### config.mk
export PLATFORM = sky130hd
export DESIGN_NAME = uart_link
export DESIGN_NICKNAME = d
export VERILOG_FILES = /design/src/verilog/uart_ctrl_pkg.sv /design/src/verilog/uart_frame_pkg.sv /design/src/verilog/baud_gen.sv /design/src/verilog/tx_arbiter.sv /design/src/verilog/tx_channel.sv /design/src/verilog/uart_link.sv /design/src/verilog/uart_rx.sv /design/src/verilog/uart_tx.sv
export VERILOG_INCLUDE_DIRS = /design/src /design/src/verilog
export SDC_FILE = /design/constraint.sdc
export NUM_CORES = 1
export LEC_CHECK = 0
export ABC_CLOCK_PERIOD_IN_PS = 3310
export BUFFER_PORTS_ARGS = -buffer_cell sky130_fd_sc_hd__buf_4
export CAP_MARGIN = 25
export CORE_ASPECT_RATIO = 1.1
export CORE_MARGIN = 3
export CORE_UTILIZATION = 40
export CTS_CLUSTER_DIAMETER = 100
export DETAILED_ROUTE_END_ITERATION = 8
export PLACE_DENSITY = 0.68
export SLEW_MARGIN = 10
export SYNTH_ARGS = -nofsm -noshare
export SYNTH_HDL_FRONTEND = slang
export SYNTH_SLANG_ARGS = --single-unit
### constraint.sdc
create_clock -name clk -period 3.31 [get_ports clk]
set_clock_uncertainty 0.1 [all_clocks]
set_input_delay 0.331 -clock clk [delete_from_list [all_inputs] [get_ports clk]]
set_output_delay 0.331 -clock clk [all_outputs]
set_load 0.02 [all_outputs]
### src/verilog/uart_config.svh
`ifndef UART_CONFIG_SVH
`define UART_CONFIG_SVH

// Peer host channels sharing the one transmitter
`define UART_NUM_CHANNELS 2

// Oversample ticks per serial bit
`define UART_OS_RATIO 16

// Clocks per oversample tick, indexed by baud_select
// Kept small so a frame fits in a short simulation
`define UART_BAUD_DIV_0 8'd8    // Slowest rate
`define UART_BAUD_DIV_1 8'd7
`define UART_BAUD_DIV_2 8'd6
`define UART_BAUD_DIV_3 8'd5
`define UART_BAUD_DIV_4 8'd4
`define UART_BAUD_DIV_5 8'd3
`define UART_BAUD_DIV_6 8'd2
`define UART_BAUD_DIV_7 8'd1    // One tick per clock

`endif

### src/verilog/uart_ctrl_pkg.sv
`include "uart_config.svh"

package uart_ctrl_pkg;

    // Index of one host channel
    typedef logic [$clog2(`UART_NUM_CHANNELS)-1:0] chan_idx_t;

    // Transmitter FSM
    typedef enum logic [2:0] {
        TX_DISABLED,    // Line idle, no grants taken
        TX_IDLE,        // Ready for the next byte
        TX_START_BIT,
        TX_DATA,
        TX_PARITY,
        TX_STOP_BIT
    } tx_state_t;

    // Receiver FSM
    typedef enum logic [2:0] {
        RX_IDLE,        // Waiting for a falling edge
        RX_START,       // Checking start bit at mid-point
        RX_DATA,
        RX_PARITY,
        RX_STOP
    } rx_state_t;

endpackage

### src/verilog/uart_frame_pkg.sv
package uart_frame_pkg;

    // One payload byte, sent LSB first
    typedef logic [7:0] data_byte_t;

    // Received frame after all ten post-start samples
    // Bits shift in at the top, so the first data bit ends at bit 0
    typedef struct packed {
        logic       stop;       // Last bit on the line
        logic       parity;     // Even parity over data
        data_byte_t data;       // data[0] arrived first
    } rx_frame_fields_t;

    // Same ten bits seen as a shift word or as frame fields
    typedef union packed {
        logic [9:0]       raw;      // Shift register view
        rx_frame_fields_t fields;   // Decoded view
    } rx_frame_t;

endpackage

### src/verilog/baud_gen.sv
`timescale 1ns/10ps
`include "uart_config.svh"

module baud_gen (
    input  logic       clk,
    input  logic       reset,
    input  logic [2:0] baud_select,    // Divisor table index
    output logic       os_tick         // One clock wide, 16x bit rate
);
    logic [7:0] divisor;               // Table entry for baud_select
    logic [7:0] count;                 // Clocks left until tick

    // Divisor table
    always_comb begin
        case (baud_select)
            3'd0:    divisor = `UART_BAUD_DIV_0;
            3'd1:    divisor = `UART_BAUD_DIV_1;
            3'd2:    divisor = `UART_BAUD_DIV_2;
            3'd3:    divisor = `UART_BAUD_DIV_3;
            3'd4:    divisor = `UART_BAUD_DIV_4;
            3'd5:    divisor = `UART_BAUD_DIV_5;
            3'd6:    divisor = `UART_BAUD_DIV_6;
            default: divisor = `UART_BAUD_DIV_7;
        endcase
    end

    // Down counter, new rate picked up only at reload
    always_ff @(posedge clk or posedge reset) begin
        if (reset) begin
            count   <= '0;
            os_tick <= 1'b0;
        end else if (count == 8'd0) begin
            count   <= divisor - 8'd1;     // Reload for next period
            os_tick <= 1'b1;
        end else begin
            count   <= count - 8'd1;
            os_tick <= 1'b0;
        end
    end
endmodule

### src/verilog/tx_arbiter.sv
`timescale 1ns/10ps
`include "uart_config.svh"

module tx_arbiter (
    input  logic                           clk,
    input  logic                           reset,
    input  logic [`UART_NUM_CHANNELS-1:0]  full,       // Slot occupied, per channel
    input  uart_frame_pkg::data_byte_t     held_data [`UART_NUM_CHANNELS],
    input  logic                           tx_ready,   // Transmitter idle
    output logic [`UART_NUM_CHANNELS-1:0]  grant,      // One-cycle strobe
    output logic                           tx_load,
    output uart_frame_pkg::data_byte_t     tx_data
);
    import uart_ctrl_pkg::*;

    chan_idx_t last_grant;         // Most recently served channel
    chan_idx_t pick;               // Winner this cycle
    chan_idx_t cand;               // Channel under test in the scan
    logic      found;              // Some slot is full

    // Scan starting just after the last winner
    always_comb begin
        pick  = last_grant;
        found = 1'b0;
        cand  = last_grant;
        for (int i = 1; i <= `UART_NUM_CHANNELS; i++) begin
            cand = chan_idx_t'((int'(last_grant) + i) % `UART_NUM_CHANNELS);
            if (!found && full[cand]) begin
                pick  = cand;
                found = 1'b1;
            end
        end
    end

    assign tx_load = tx_ready & found;
    assign tx_data = held_data[pick];   // Only meaningful with tx_load

    always_comb begin
        grant = '0;
        if (tx_load)
            grant[pick] = 1'b1;
    end

    // Start at the top so channel 0 wins first
    always_ff @(posedge clk or posedge reset) begin
        if (reset)
            last_grant <= chan_idx_t'(`UART_NUM_CHANNELS - 1);
        else if (tx_load)
            last_grant <= pick;
    end
endmodule

### src/verilog/tx_channel.sv
`timescale 1ns/10ps

module tx_channel (
    input  logic                     clk,
    input  logic                     reset,
    input  logic                     wr,          // Host write strobe
    input  uart_frame_pkg::data_byte_t wr_data,
    input  logic                     grant,       // Slot taken by transmitter
    output logic                     full,
    output uart_frame_pkg::data_byte_t held_data,
    output logic                     overrun      // Sticky, write hit a full slot
);
    logic accept;                  // Write lands in an empty slot

    assign accept = wr & ~full;

    // Slot state and overrun flag
    always_ff @(posedge clk or posedge reset) begin
        if (reset) begin
            full    <= 1'b0;
            overrun <= 1'b0;
        end else begin
            if (wr && full)
                overrun <= 1'b1;   // Byte dropped, grant same cycle too
            if (accept)
                full <= 1'b1;
            else if (grant)
                full <= 1'b0;      // Byte moved to transmitter
        end
    end

    // Payload
    always_ff @(posedge clk) begin
        if (accept)
            held_data <= wr_data;
    end
endmodule

### src/verilog/uart_link.sv
`timescale 1ns/10ps
`include "uart_config.svh"

module uart_link (
    input  logic                          clk,
    input  logic                          reset,
    input  logic [2:0]                    baud_select,
    input  logic                          tx_enable,
    input  logic [`UART_NUM_CHANNELS-1:0] wr,        // Per-channel write strobe
    input  uart_frame_pkg::data_byte_t    wr_data [`UART_NUM_CHANNELS],
    output logic [`UART_NUM_CHANNELS-1:0] overrun,
    output logic                          txd,
    output logic                          tx_busy,
    input  logic                          rxd,
    output logic                          rx_valid,
    output uart_frame_pkg::data_byte_t    rx_data,
    output logic                          rx_parity_err,
    output logic                          rx_frame_err
);
    import uart_frame_pkg::*;

    logic                          os_tick;       // Shared by both directions
    logic [`UART_NUM_CHANNELS-1:0] full;
    logic [`UART_NUM_CHANNELS-1:0] grant;
    data_byte_t                    held_data [`UART_NUM_CHANNELS];
    logic                          tx_ready;
    logic                          tx_load;
    data_byte_t                    tx_data;       // Granted byte

    baud_gen baud_gen_inst (
        .clk         (clk),
        .reset       (reset),
        .baud_select (baud_select),
        .os_tick     (os_tick)
    );

    // One holding slot per host
    for (genvar i = 0; i < `UART_NUM_CHANNELS; i++) begin : gen_chan
        tx_channel tx_channel_inst (
            .clk       (clk),
            .reset     (reset),
            .wr        (wr[i]),
            .wr_data   (wr_data[i]),
            .grant     (grant[i]),
            .full      (full[i]),
            .held_data (held_data[i]),
            .overrun   (overrun[i])
        );
    end

    tx_arbiter tx_arbiter_inst (
        .clk       (clk),
        .reset     (reset),
        .full      (full),
        .held_data (held_data),
        .tx_ready  (tx_ready),
        .grant     (grant),
        .tx_load   (tx_load),
        .tx_data   (tx_data)
    );

    uart_tx uart_tx_inst (
        .clk       (clk),
        .reset     (reset),
        .os_tick   (os_tick),
        .tx_enable (tx_enable),
        .tx_load   (tx_load),
        .tx_data   (tx_data),
        .tx_ready  (tx_ready),
        .txd       (txd),
        .tx_busy   (tx_busy)
    );

    uart_rx uart_rx_inst (
        .clk           (clk),
        .reset         (reset),
        .os_tick       (os_tick),
        .rxd           (rxd),
        .rx_valid      (rx_valid),
        .rx_data       (rx_data),
        .rx_parity_err (rx_parity_err),
        .rx_frame_err  (rx_frame_err)
    );
endmodule

### src/verilog/uart_rx.sv
`timescale 1ns/10ps
`include "uart_config.svh"

module uart_rx (
    input  logic                       clk,
    input  logic                       reset,
    input  logic                       os_tick,        // 16x bit rate
    input  logic                       rxd,            // Async serial input
    output logic                       rx_valid,       // One-cycle strobe
    output uart_frame_pkg::data_byte_t rx_data,
    output logic                       rx_parity_err,
    output logic                       rx_frame_err    // Stop bit sampled low
);
    import uart_ctrl_pkg::*;
    import uart_frame_pkg::*;

    localparam int TICK_W = $clog2(`UART_OS_RATIO);

    rx_state_t         state;
    rx_frame_t         frame_q;     // Samples after the start bit
    logic              rxd_meta;    // First sync stage
    logic              rxd_sync;
    logic              rxd_prev;    // For falling edge detect
    logic [TICK_W-1:0] tick_cnt;
    logic [2:0]        bit_idx;     // Data bits taken
    logic              mid_start;   // Half a bit into the start bit
    logic              mid_bit;     // Middle of a later bit

    assign mid_start = os_tick && (tick_cnt == TICK_W'(`UART_OS_RATIO / 2 - 1));
    assign mid_bit   = os_tick && (tick_cnt == TICK_W'(`UART_OS_RATIO - 1));

    // Two-flop synchronizer, line idles high
    always_ff @(posedge clk or posedge reset) begin
        if (reset) begin
            rxd_meta <= 1'b1;
            rxd_sync <= 1'b1;
            rxd_prev <= 1'b1;
        end else begin
            rxd_meta <= rxd;
            rxd_sync <= rxd_meta;
            rxd_prev <= rxd_sync;
        end
    end

    always_ff @(posedge clk or posedge reset) begin
        if (reset) begin
            state    <= RX_IDLE;
            tick_cnt <= '0;
            bit_idx  <= '0;
            rx_valid <= 1'b0;
        end else begin
            rx_valid <= 1'b0;
            if (os_tick)
                tick_cnt <= tick_cnt + 1'b1;
            case (state)
                RX_IDLE: begin
                    tick_cnt <= '0;
                    bit_idx  <= '0;
                    if (rxd_prev && !rxd_sync)
                        state <= RX_START;     // Falling edge
                end
                RX_START: begin
                    if (mid_start) begin
                        tick_cnt <= '0;        // Re-center on bit middle
                        state    <= rxd_sync ? RX_IDLE : RX_DATA;  // High means glitch
                    end
                end
                RX_DATA: begin
                    if (mid_bit) begin
                        bit_idx <= bit_idx + 3'd1;
                        if (bit_idx == 3'd7)
                            state <= RX_PARITY;
                    end
                end
                RX_PARITY: begin
                    if (mid_bit)
                        state <= RX_STOP;
                end
                RX_STOP: begin
                    if (mid_bit) begin
                        rx_valid <= 1'b1;      // Fields decoded next cycle
                        state    <= RX_IDLE;
                    end
                end
                default: state <= RX_IDLE;
            endcase
        end
    end

    // Shift each mid-bit sample in at the top
    always_ff @(posedge clk) begin
        if (mid_bit && (state == RX_DATA || state == RX_PARITY || state == RX_STOP))
            frame_q.raw <= {rxd_sync, frame_q.raw[9:1]};
    end

    // Field decode
    assign rx_data       = frame_q.fields.data;
    assign rx_parity_err = rx_valid & (frame_q.fields.parity ^ (^frame_q.fields.data));
    assign rx_frame_err  = rx_valid & ~frame_q.fields.stop;
endmodule

### src/verilog/uart_tx.sv
`timescale 1ns/10ps
`include "uart_config.svh"

module uart_tx (
    input  logic                       clk,
    input  logic                       reset,
    input  logic                       os_tick,     // 16x bit rate
    input  logic                       tx_enable,
    input  logic                       tx_load,     // Granted byte on tx_data
    input  uart_frame_pkg::data_byte_t tx_data,
    output logic                       tx_ready,
    output logic                       txd,         // Serial line, idles high
    output logic                       tx_busy
);
    import uart_ctrl_pkg::*;
    import uart_frame_pkg::*;

    localparam int TICK_W = $clog2(`UART_OS_RATIO);

    tx_state_t         state;
    tx_state_t         next_state;
    data_byte_t        data_q;      // Byte being sent
    logic [TICK_W-1:0] tick_cnt;    // Ticks into current bit
    logic [2:0]        bit_idx;     // Data bit on the line
    logic              bit_end;     // Last tick of current bit

    assign bit_end  = os_tick && (tick_cnt == TICK_W'(`UART_OS_RATIO - 1));
    assign tx_ready = (state == TX_IDLE) && tx_enable;

    always_comb begin
        next_state = state;
        case (state)
            TX_DISABLED: begin
                if (tx_enable)
                    next_state = TX_IDLE;
            end
            TX_IDLE: begin
                if (tx_load)
                    next_state = TX_START_BIT;
                else if (!tx_enable)
                    next_state = TX_DISABLED;
            end
            TX_START_BIT: begin
                if (bit_end)
                    next_state = TX_DATA;
            end
            TX_DATA: begin
                if (bit_end && bit_idx == 3'd7)
                    next_state = TX_PARITY;
            end
            TX_PARITY: begin
                if (bit_end)
                    next_state = TX_STOP_BIT;
            end
            TX_STOP_BIT: begin
                if (bit_end)
                    next_state = tx_enable ? TX_IDLE : TX_DISABLED;  // Frame always completes
            end
            default: next_state = TX_DISABLED;
        endcase
    end

    always_ff @(posedge clk or posedge reset) begin
        if (reset)
            state <= TX_DISABLED;
        else
            state <= next_state;
    end

    // Bit timing
    always_ff @(posedge clk or posedge reset) begin
        if (reset) begin
            tick_cnt <= '0;
            bit_idx  <= '0;
        end else if (state == TX_IDLE || state == TX_DISABLED) begin
            tick_cnt <= '0;
            bit_idx  <= '0;
        end else if (os_tick) begin
            if (bit_end) begin
                tick_cnt <= '0;
                if (state == TX_DATA)
                    bit_idx <= bit_idx + 3'd1;  // Wraps to 0 after bit 7
            end else begin
                tick_cnt <= tick_cnt + 1'b1;
            end
        end
    end

    always_ff @(posedge clk) begin
        if (tx_load && state == TX_IDLE)
            data_q <= tx_data;
    end

    // Line driven from a flop, one clock behind the state
    always_ff @(posedge clk or posedge reset) begin
        if (reset) begin
            txd     <= 1'b1;
            tx_busy <= 1'b0;
        end else begin
            tx_busy <= (state != TX_IDLE) && (state != TX_DISABLED);
            case (state)
                TX_START_BIT: txd <= 1'b0;
                TX_DATA:      txd <= data_q[bit_idx];
                TX_PARITY:    txd <= ^data_q;      // Even parity
                default:      txd <= 1'b1;         // Stop bit and idle
            endcase
        end
    end
endmodule

; ---- Word level (Yosys, flattened, before mapping)
; Index checks and enable logic that the tools add are counted.
[word_totals]
regBits = 74
latchBits = 0
elab_cells = 170
mem_bits_ro = 0
ram_bits = 0
n_memories = 0
in_bits = 25
out_inout_bits = 15
[op_classes]
bitwise = 10
mux = 55
div_mod_pow = 0
magnitude_cmp = 6
reduce_logical = 35
n_eq_ne = 33
n_addsub = 8
multipliers = 0
shift = 0
[ops]
columns = cell, n
row1 = $mux W3, 18
row2 = $mux W8, 4
row3 = $pmux W4 S7, 1
row4 = $eq A3 B3 Y1 const B, 8
row5 = $mux W4, 5
row6 = $ne A2 B1 Y1 const B, 10
row7 = $eq A3 B2 Y1 const B, 6
row8 = $mux W1, 18
row9 = $pmux W3 S6, 1
row10 = $reduce_xor A8 Y1, 2
row11 = $pmux W3 S5, 1
row12 = $logic_and A1 B1 Y1, 13
row13 = $reduce_and A6 Y1, 2
row14 = $reduce_bool A2 Y1, 6
row15 = $eq A3 B1 Y1 const B, 3
row16 = $logic_not A3 Y1, 3
row17 = $add A4 B1 Y4 const B, 2
row18 = $eq A4 B4 Y1 const B, 2
row19 = $logic_not A8 Y1, 1
row20 = $pmux W4 S2, 1
row21 = $sub A8 B1 Y8 const B, 1
row22 = $add A3 B1 Y3 const B, 2
row23 = $lt A1 B2 Y1 const B, 3
row24 = $pmux W3 S2, 1
row25 = other kinds (22), 33

; ---- Longest topological paths before layout
[depth]
ltp_word = 14
depth_mapped = 6
depth_no_buf = 6

; ---- Modules after synthesis
; Synthesis repeated with hierarchy kept, for this count alone.
[hier_totals]
hier_cells = 271
area_unflattened_um2 = 3474.6
[by_module_without_submodules]
columns = module, area_per_inst_um2, seq_area_each_um2, cells_each, instances
row1 = uart_rx, 1184.9, 654.4, 92, 1
row2 = uart_tx, 1041.0, 541.8, 90, 1
row3 = tx_channel, 321.6, 290.3, 15, 2
row4 = baud_gen, 424.2, 225.2, 39, 1
row5 = tx_arbiter, 181.4, 26.3, 20, 1

; ---- Worst setup path after synthesis
; Ideal clock, no wire load.
[synth_timing]
kind = register to register
start = register uart_tx_inst.state[1]
end = register tx_arbiter_inst.last_grant
synth_period_minus_slack_ps = 1941
path_stages_with_launch = 5
path_buffers = 0
required_time_ps = 3128
t_arrival_ps = 1759
setup_time_ps = 82
setup_slack_ps = 1369
cell_sequence = dfrtp_1 > nor2_1 > and3_1 > nor2b_1 > mux2_2
[synth_via]
elab_chain_len = 3
[synth_rtl]
columns = item, line_no
row1 = from (decl), uart_tx.sv:20  ; tx_state_t state;
row2 = from (signal assigned), uart_tx.sv:67  ; state <= next_state;
row3 = $eq A3 B1 Y1, uart_tx.sv:28  ; assign tx_ready = (state == TX_IDLE) && tx_enable;
row4 = $logic_and A1 B1 Y1, uart_tx.sv:28
row5 = $and A1 B1 Y1, tx_arbiter.sv:35  ; assign tx_load = tx_ready & found;
row6 = to (signal assigned), tx_arbiter.sv:47  ; last_grant <= chan_idx_t'(`UART_NUM_CHANNELS - 1);
row7 = to (signal assigned), tx_arbiter.sv:49  ; last_grant <= pick;
row8 = to (decl), tx_arbiter.sv:16  ; chan_idx_t last_grant;
; Every way passes these cells.
; A chain may end at the register's enable or synchronous reset.

; ---- Worst setup path after layout
[layout_timing]
start = register baud_gen_inst.os_tick
end = register uart_rx_inst.frame_q[7] in the netlist's numbering (enable)
[layout_via]
elab_chain_len = 2
[layout_rtl]
columns = item, line_no
row1 = from (decl), baud_gen.sv:8  ; output logic os_tick
row2 = from (signal assigned), baud_gen.sv:31  ; os_tick <= 1'b0;
row3 = from (signal assigned), baud_gen.sv:34  ; os_tick <= 1'b1;
row4 = from (signal assigned), baud_gen.sv:37  ; os_tick <= 1'b0;
row5 = $logic_and A1 B1 Y1, uart_rx.sv:30  ; assign mid_bit = os_tick && (tick_cnt == TICK_W'(`UART_OS_RATIO - 1));
row6 = $logic_and A1 B1 Y1, uart_rx.sv:92  ; if (mid_bit && (state == RX_DATA || state == RX_PARITY || state == RX_STOP))
row7 = to (decl), uart_rx.sv:20  ; rx_frame_t frame_q;
; Every way passes these cells.

==> results.txt <==
----------------------------------------------------
[Worst setup path]
  Worst setup path end ... uart_rx_inst.frame_q[7]
  Kind of capture point of the worst setup path ... flop
  Worst-case register-to-register setup slack ... 0.96 ns
  Worst r2r dst ... uart_rx_inst.frame_q[7]
  WP data required ... 3.18 ns
  Critical path origin ... baud_gen_inst.os_tick
  Worst reg2reg path depth ... 2
  Worst endpoint data arrival time ... 2.22 ns
  Sort of element at the start of the critical path ... flop
  Category of the critical setup timing path ... flop to flop
  RR Startpoint ... baud_gen_inst.os_tick
  Highest fanout seen on the critical path ... 14

[Pwr]
  Final Total Pwr ... around 0.0021 W
  Static leakage ... 1.62 nW
  Flop pwr share ... 0.543
  Switching portion of total power ... 0.286
  Combinational group share of total power ... 0.165
  Switching power summed over all nets ... about 0.0006 W
  Peak ir drop on the vdd network ... 0.000290 V
  Clock power frac ... 0.292
  P_int ... 0.00148 W
  Pwr Density ... roughly 530 mW/mm^2

[Yosys]
  Leading register cell type out of synthesis ... sky130_fd_sc_hd__dfrtp_1
  Synth warnings ... 0
  Synthesized Nets ... 314
  Syn Area/Cell ... 12.2 sq um
  Cell area after synthesis ... 0.00341 sq mm
  Number of flops mapped to enable cells by yosys ... 34
  Post-synthesis sequential element count ... 74
  Synthesized netlist cell count ... between 200 and 300
  Share of synthesized registers carrying an async set or reset ... 0.541
  Number of distinct library cells after synthesis ... 46
  Sequential area share after synthesis ... 0.596

[Timing]
  Count of final setup violators ... 0
  Setup slack after layout ... 0.960 ns
  Portion of the clock cycle consumed by the worst path in the final layout ... 0.710
  Slew HR ... 0.395
  Max-slew violation count ... 0
  Slew at the pin closest to its max-slew limit ... about 0.91 ns
  Highest clock rate ... 426 MHz
  TNS Setup ... 0 ns
  Unrepaired setup endpoints after global routing ... false
  Final min period ... 2.35 ns
  Final hold violations ... 0

[Clock network]
  Clock tree from TritonCTS ... yes
  Clock Path Buffers ... 2
  Clock tree root buffer cell ... sky130_fd_sc_hd__clkbuf_8
  Number of H-tree levels ... 3
  Number of buffers created by CTS ... 9
  Resized Gates After CTS ... 0
  Post-CTS Setup Repair Bufs ... 0
  Number of buffers added to fix hold violations after cts ... 1
  Sink count of the clock tree ... 74
  Clock transition at the register clock pins on the worst setup and hold paths after CTS ... 0.08 ns
  Clk_lat worst skew ... 0.34 ns

[Worst hold path]
  Min-delay worst type ... input port to async pin

[Placed design]
  Final estimated routing congestion in global placement ... between 0.7 and 0.8
  Worst setup slack before clock tree synthesis ... 0.966 ns
  Post-detailed-placement half-perimeter wirelength ... 4180 um
  IO buf count ... 39

[Route]
  Final WL ... 5590 um
  Via-per-instance ratio ... between 4 and 5
  Post-route DRC violation count ... 0
  Initial drt markers ... 101
  Number of routed nets with antenna violations ... 0
  Via count ... between 2,000 and 2,500
  Average detailed-routed wire length per instance ... ~13 um
  Count of TritonRoute iterations in the first routing pass ... 4

[Floorplan]
  Effective utilization at floorplan ... 0.421
  Floorplan Core Area ... 0.00808 sq mm
  I/O pin total ... 40
  Height of the die ... 103 um
  Die outline width ... ~94 um
  Placement Rows ... 34
  DIE AREA ... around 0.0097 sq mm

[Cells and area]
  Filler cells ... between 700 and 800
  Total number of nets in the final design ... between 300 and 400
  Number of antenna cells inserted ... 0
  Fraction of layout cells with a size suffix above 1 ... 0.227
  Layout Area Growth over Synthesis ... 15.2%

[Global route]
  Largest net degree at the start of global routing ... 22
  Wire length of the first global-routing pass ... 9580 um
  Initial antenna violation count ... 0
  Overflow left after global routing ... 0
  Overall Global Routing Usage ... 0.127
  Vias in the first global route ... 2,101

[Status]
  Result of the run ... completed

[Run]
  Max_cap viols ... 0

----------------------------------------------------
==> final cells by class <==
| cell class | count | area (sq um) | area share |
|---|---|---|---|
| clock buffers | 9 | 124 | 0.0316 |
| clock inverters | 7 | 43.8 | 0.0112 |
| inverters | 10 | 37.5 | 0.00956 |
| multi-input cells | 179 | 1240 | 0.316 |
| flip-flops and latches | 74 | 2030 | 0.517 |
| well taps | 108 | 135 | 0.0344 |
| repair buffers | 42 | 318 | 0.0810 |
==> cell usage after synthesis, types with 5 or more instances <==
master	instances	area, sq um
sky130_fd_sc_hd__a21o_1	5	37.5
sky130_fd_sc_hd__a21oi_1	8	40.0
sky130_fd_sc_hd__a22o_1	10	87.6
sky130_fd_sc_hd__buf_4	10	75.1
sky130_fd_sc_hd__clkbuf_1	6	22.5
sky130_fd_sc_hd__dfrtp_1	35	876
sky130_fd_sc_hd__dfstp_2	5	131
sky130_fd_sc_hd__edfxtp_1	34	1020
sky130_fd_sc_hd__ha_1	9	113
sky130_fd_sc_hd__inv_1	10	37.5
sky130_fd_sc_hd__mux2_2	5	56.3
sky130_fd_sc_hd__nand2_1	35	131
sky130_fd_sc_hd__nor2_1	23	86.3
sky130_fd_sc_hd__nor2b_1	6	37.5
sky130_fd_sc_hd__o21ai_0	9	45.0
sky130_fd_sc_hd__xnor2_1	20	175
sky130_fd_sc_hd__xor2_1	5	43.8
==> worst min-delay path by stage <==
stage	cells past startpoint	from	end
6_report	2	reset	baud_gen_inst.count[6]
5_1_grt	1	wr_data[0]	gen_chan[1].tx_channel_inst.held_data[0]
4_1_cts	2	reset	baud_gen_inst.count[6]
3_5_place_dp	0	uart_rx_inst.rxd_meta	uart_rx_inst.rxd_sync
3_3_place_gp	0	uart_rx_inst.rxd_meta	uart_rx_inst.rxd_sync
2_1_floorplan	0	rxd	uart_rx_inst.rxd_meta
==> cells by family after synthesis <==
logic type | Yosys count | synth area share
and+or+nand+nor | 88 | 0.126
DFF | 74 | 0.596
AOI/OAI and AO/OA | 45 | 0.0922
buffers and inverters | 27 | 0.0408
xor gates and xnor gates | 26 | 0.0709
muxes | 11 | 0.0415
adders and majority gates | 9 | 0.0331
==> power groups by stage <==
| stage | combinational [W] | sequential (W) | clock, W |
|---|---|---|---|
| 5_1_grt | 0.000397 | 0.00114 | 0.000660 |
| 2_1_floorplan | 0.000259 | 0.00112 | 0 |
| 3_3_place_gp | 0.000336 | 0.00114 | 0 |
| 6_report | 0.000342 | 0.00112 | 0.000606 |
| 3_5_place_dp | 0.000347 | 0.00114 | 0 |
| 4_1_cts | 0.000349 | 0.00112 | 0.000623 |
==> through the flow <==
stage | util | hold WS, ns | instances | area [sq um]
after floorplan | - | 0.235 | 280 | 3410
after global placement | 0.464 | 0.246 | 412 | 3750
after detailed placement | 0.464 | 0.248 | 412 | 3750
after CTS | 0.486 | 0.0376 | 429 | 3930
after global routing | 0.486 | 0.0414 | 429 | 3930
final | 0.486 | 0.0201 | 429 | 3930
==> critical path, cell delays in order (launching register included) <==
cell and delay, ns:
sky130_fd_sc_hd__dfrtp_1 0.61, sky130_fd_sc_hd__nand4_1 0.42, sky130_fd_sc_hd__a21oi_1 0.84
==> placed cells by master, fill, tap and decap left out, drive strengths merged, types with 5 or more instances in the layout <==
cell type	instances
a21o	5
a21oi	8
a22o	10
buf	41
clkbuf	9
dfrtp	35
dfstp	5
edfxtp	34
ha	9
inv	12
mux2	5
nand2	35
nor2	23
nor2b	6
o21ai	9
xnor2	20
xor2	5
==> per-layer routing <==
layer | GRT usage | wire [um] | up-vias | part of all wire
met4 | 0.0633 | 128 | 0 | 0.023
li1 | - | - | 1053 | -
met2 | 0.201 | 2650 | 46 | 0.47
met1 | 0.165 | 2560 | 995 | 0.46
met5 | 0 | 0 | - | 0
met3 | 0.0307 | 252 | 10 | 0.045
==> registers in the layout, indices dropped and copies added, names as in the netlist, 2 cells and up <==
| register | flops |
|---|---|
| baud_gen_inst.count | 8 |
| gen_chan.tx_channel_inst.full | 2 |
| gen_chan.tx_channel_inst.held_data | 16 |
| gen_chan.tx_channel_inst.overrun | 2 |
| uart_rx_inst.bit_idx | 3 |
| uart_rx_inst.frame_q | 10 |
| uart_rx_inst.state | 3 |
| uart_rx_inst.tick_cnt | 4 |
| uart_tx_inst.bit_idx | 3 |
| uart_tx_inst.data_q | 8 |
| uart_tx_inst.state | 3 |
| uart_tx_inst.tick_cnt | 4 |
Power figures use the tool's default switching activity.
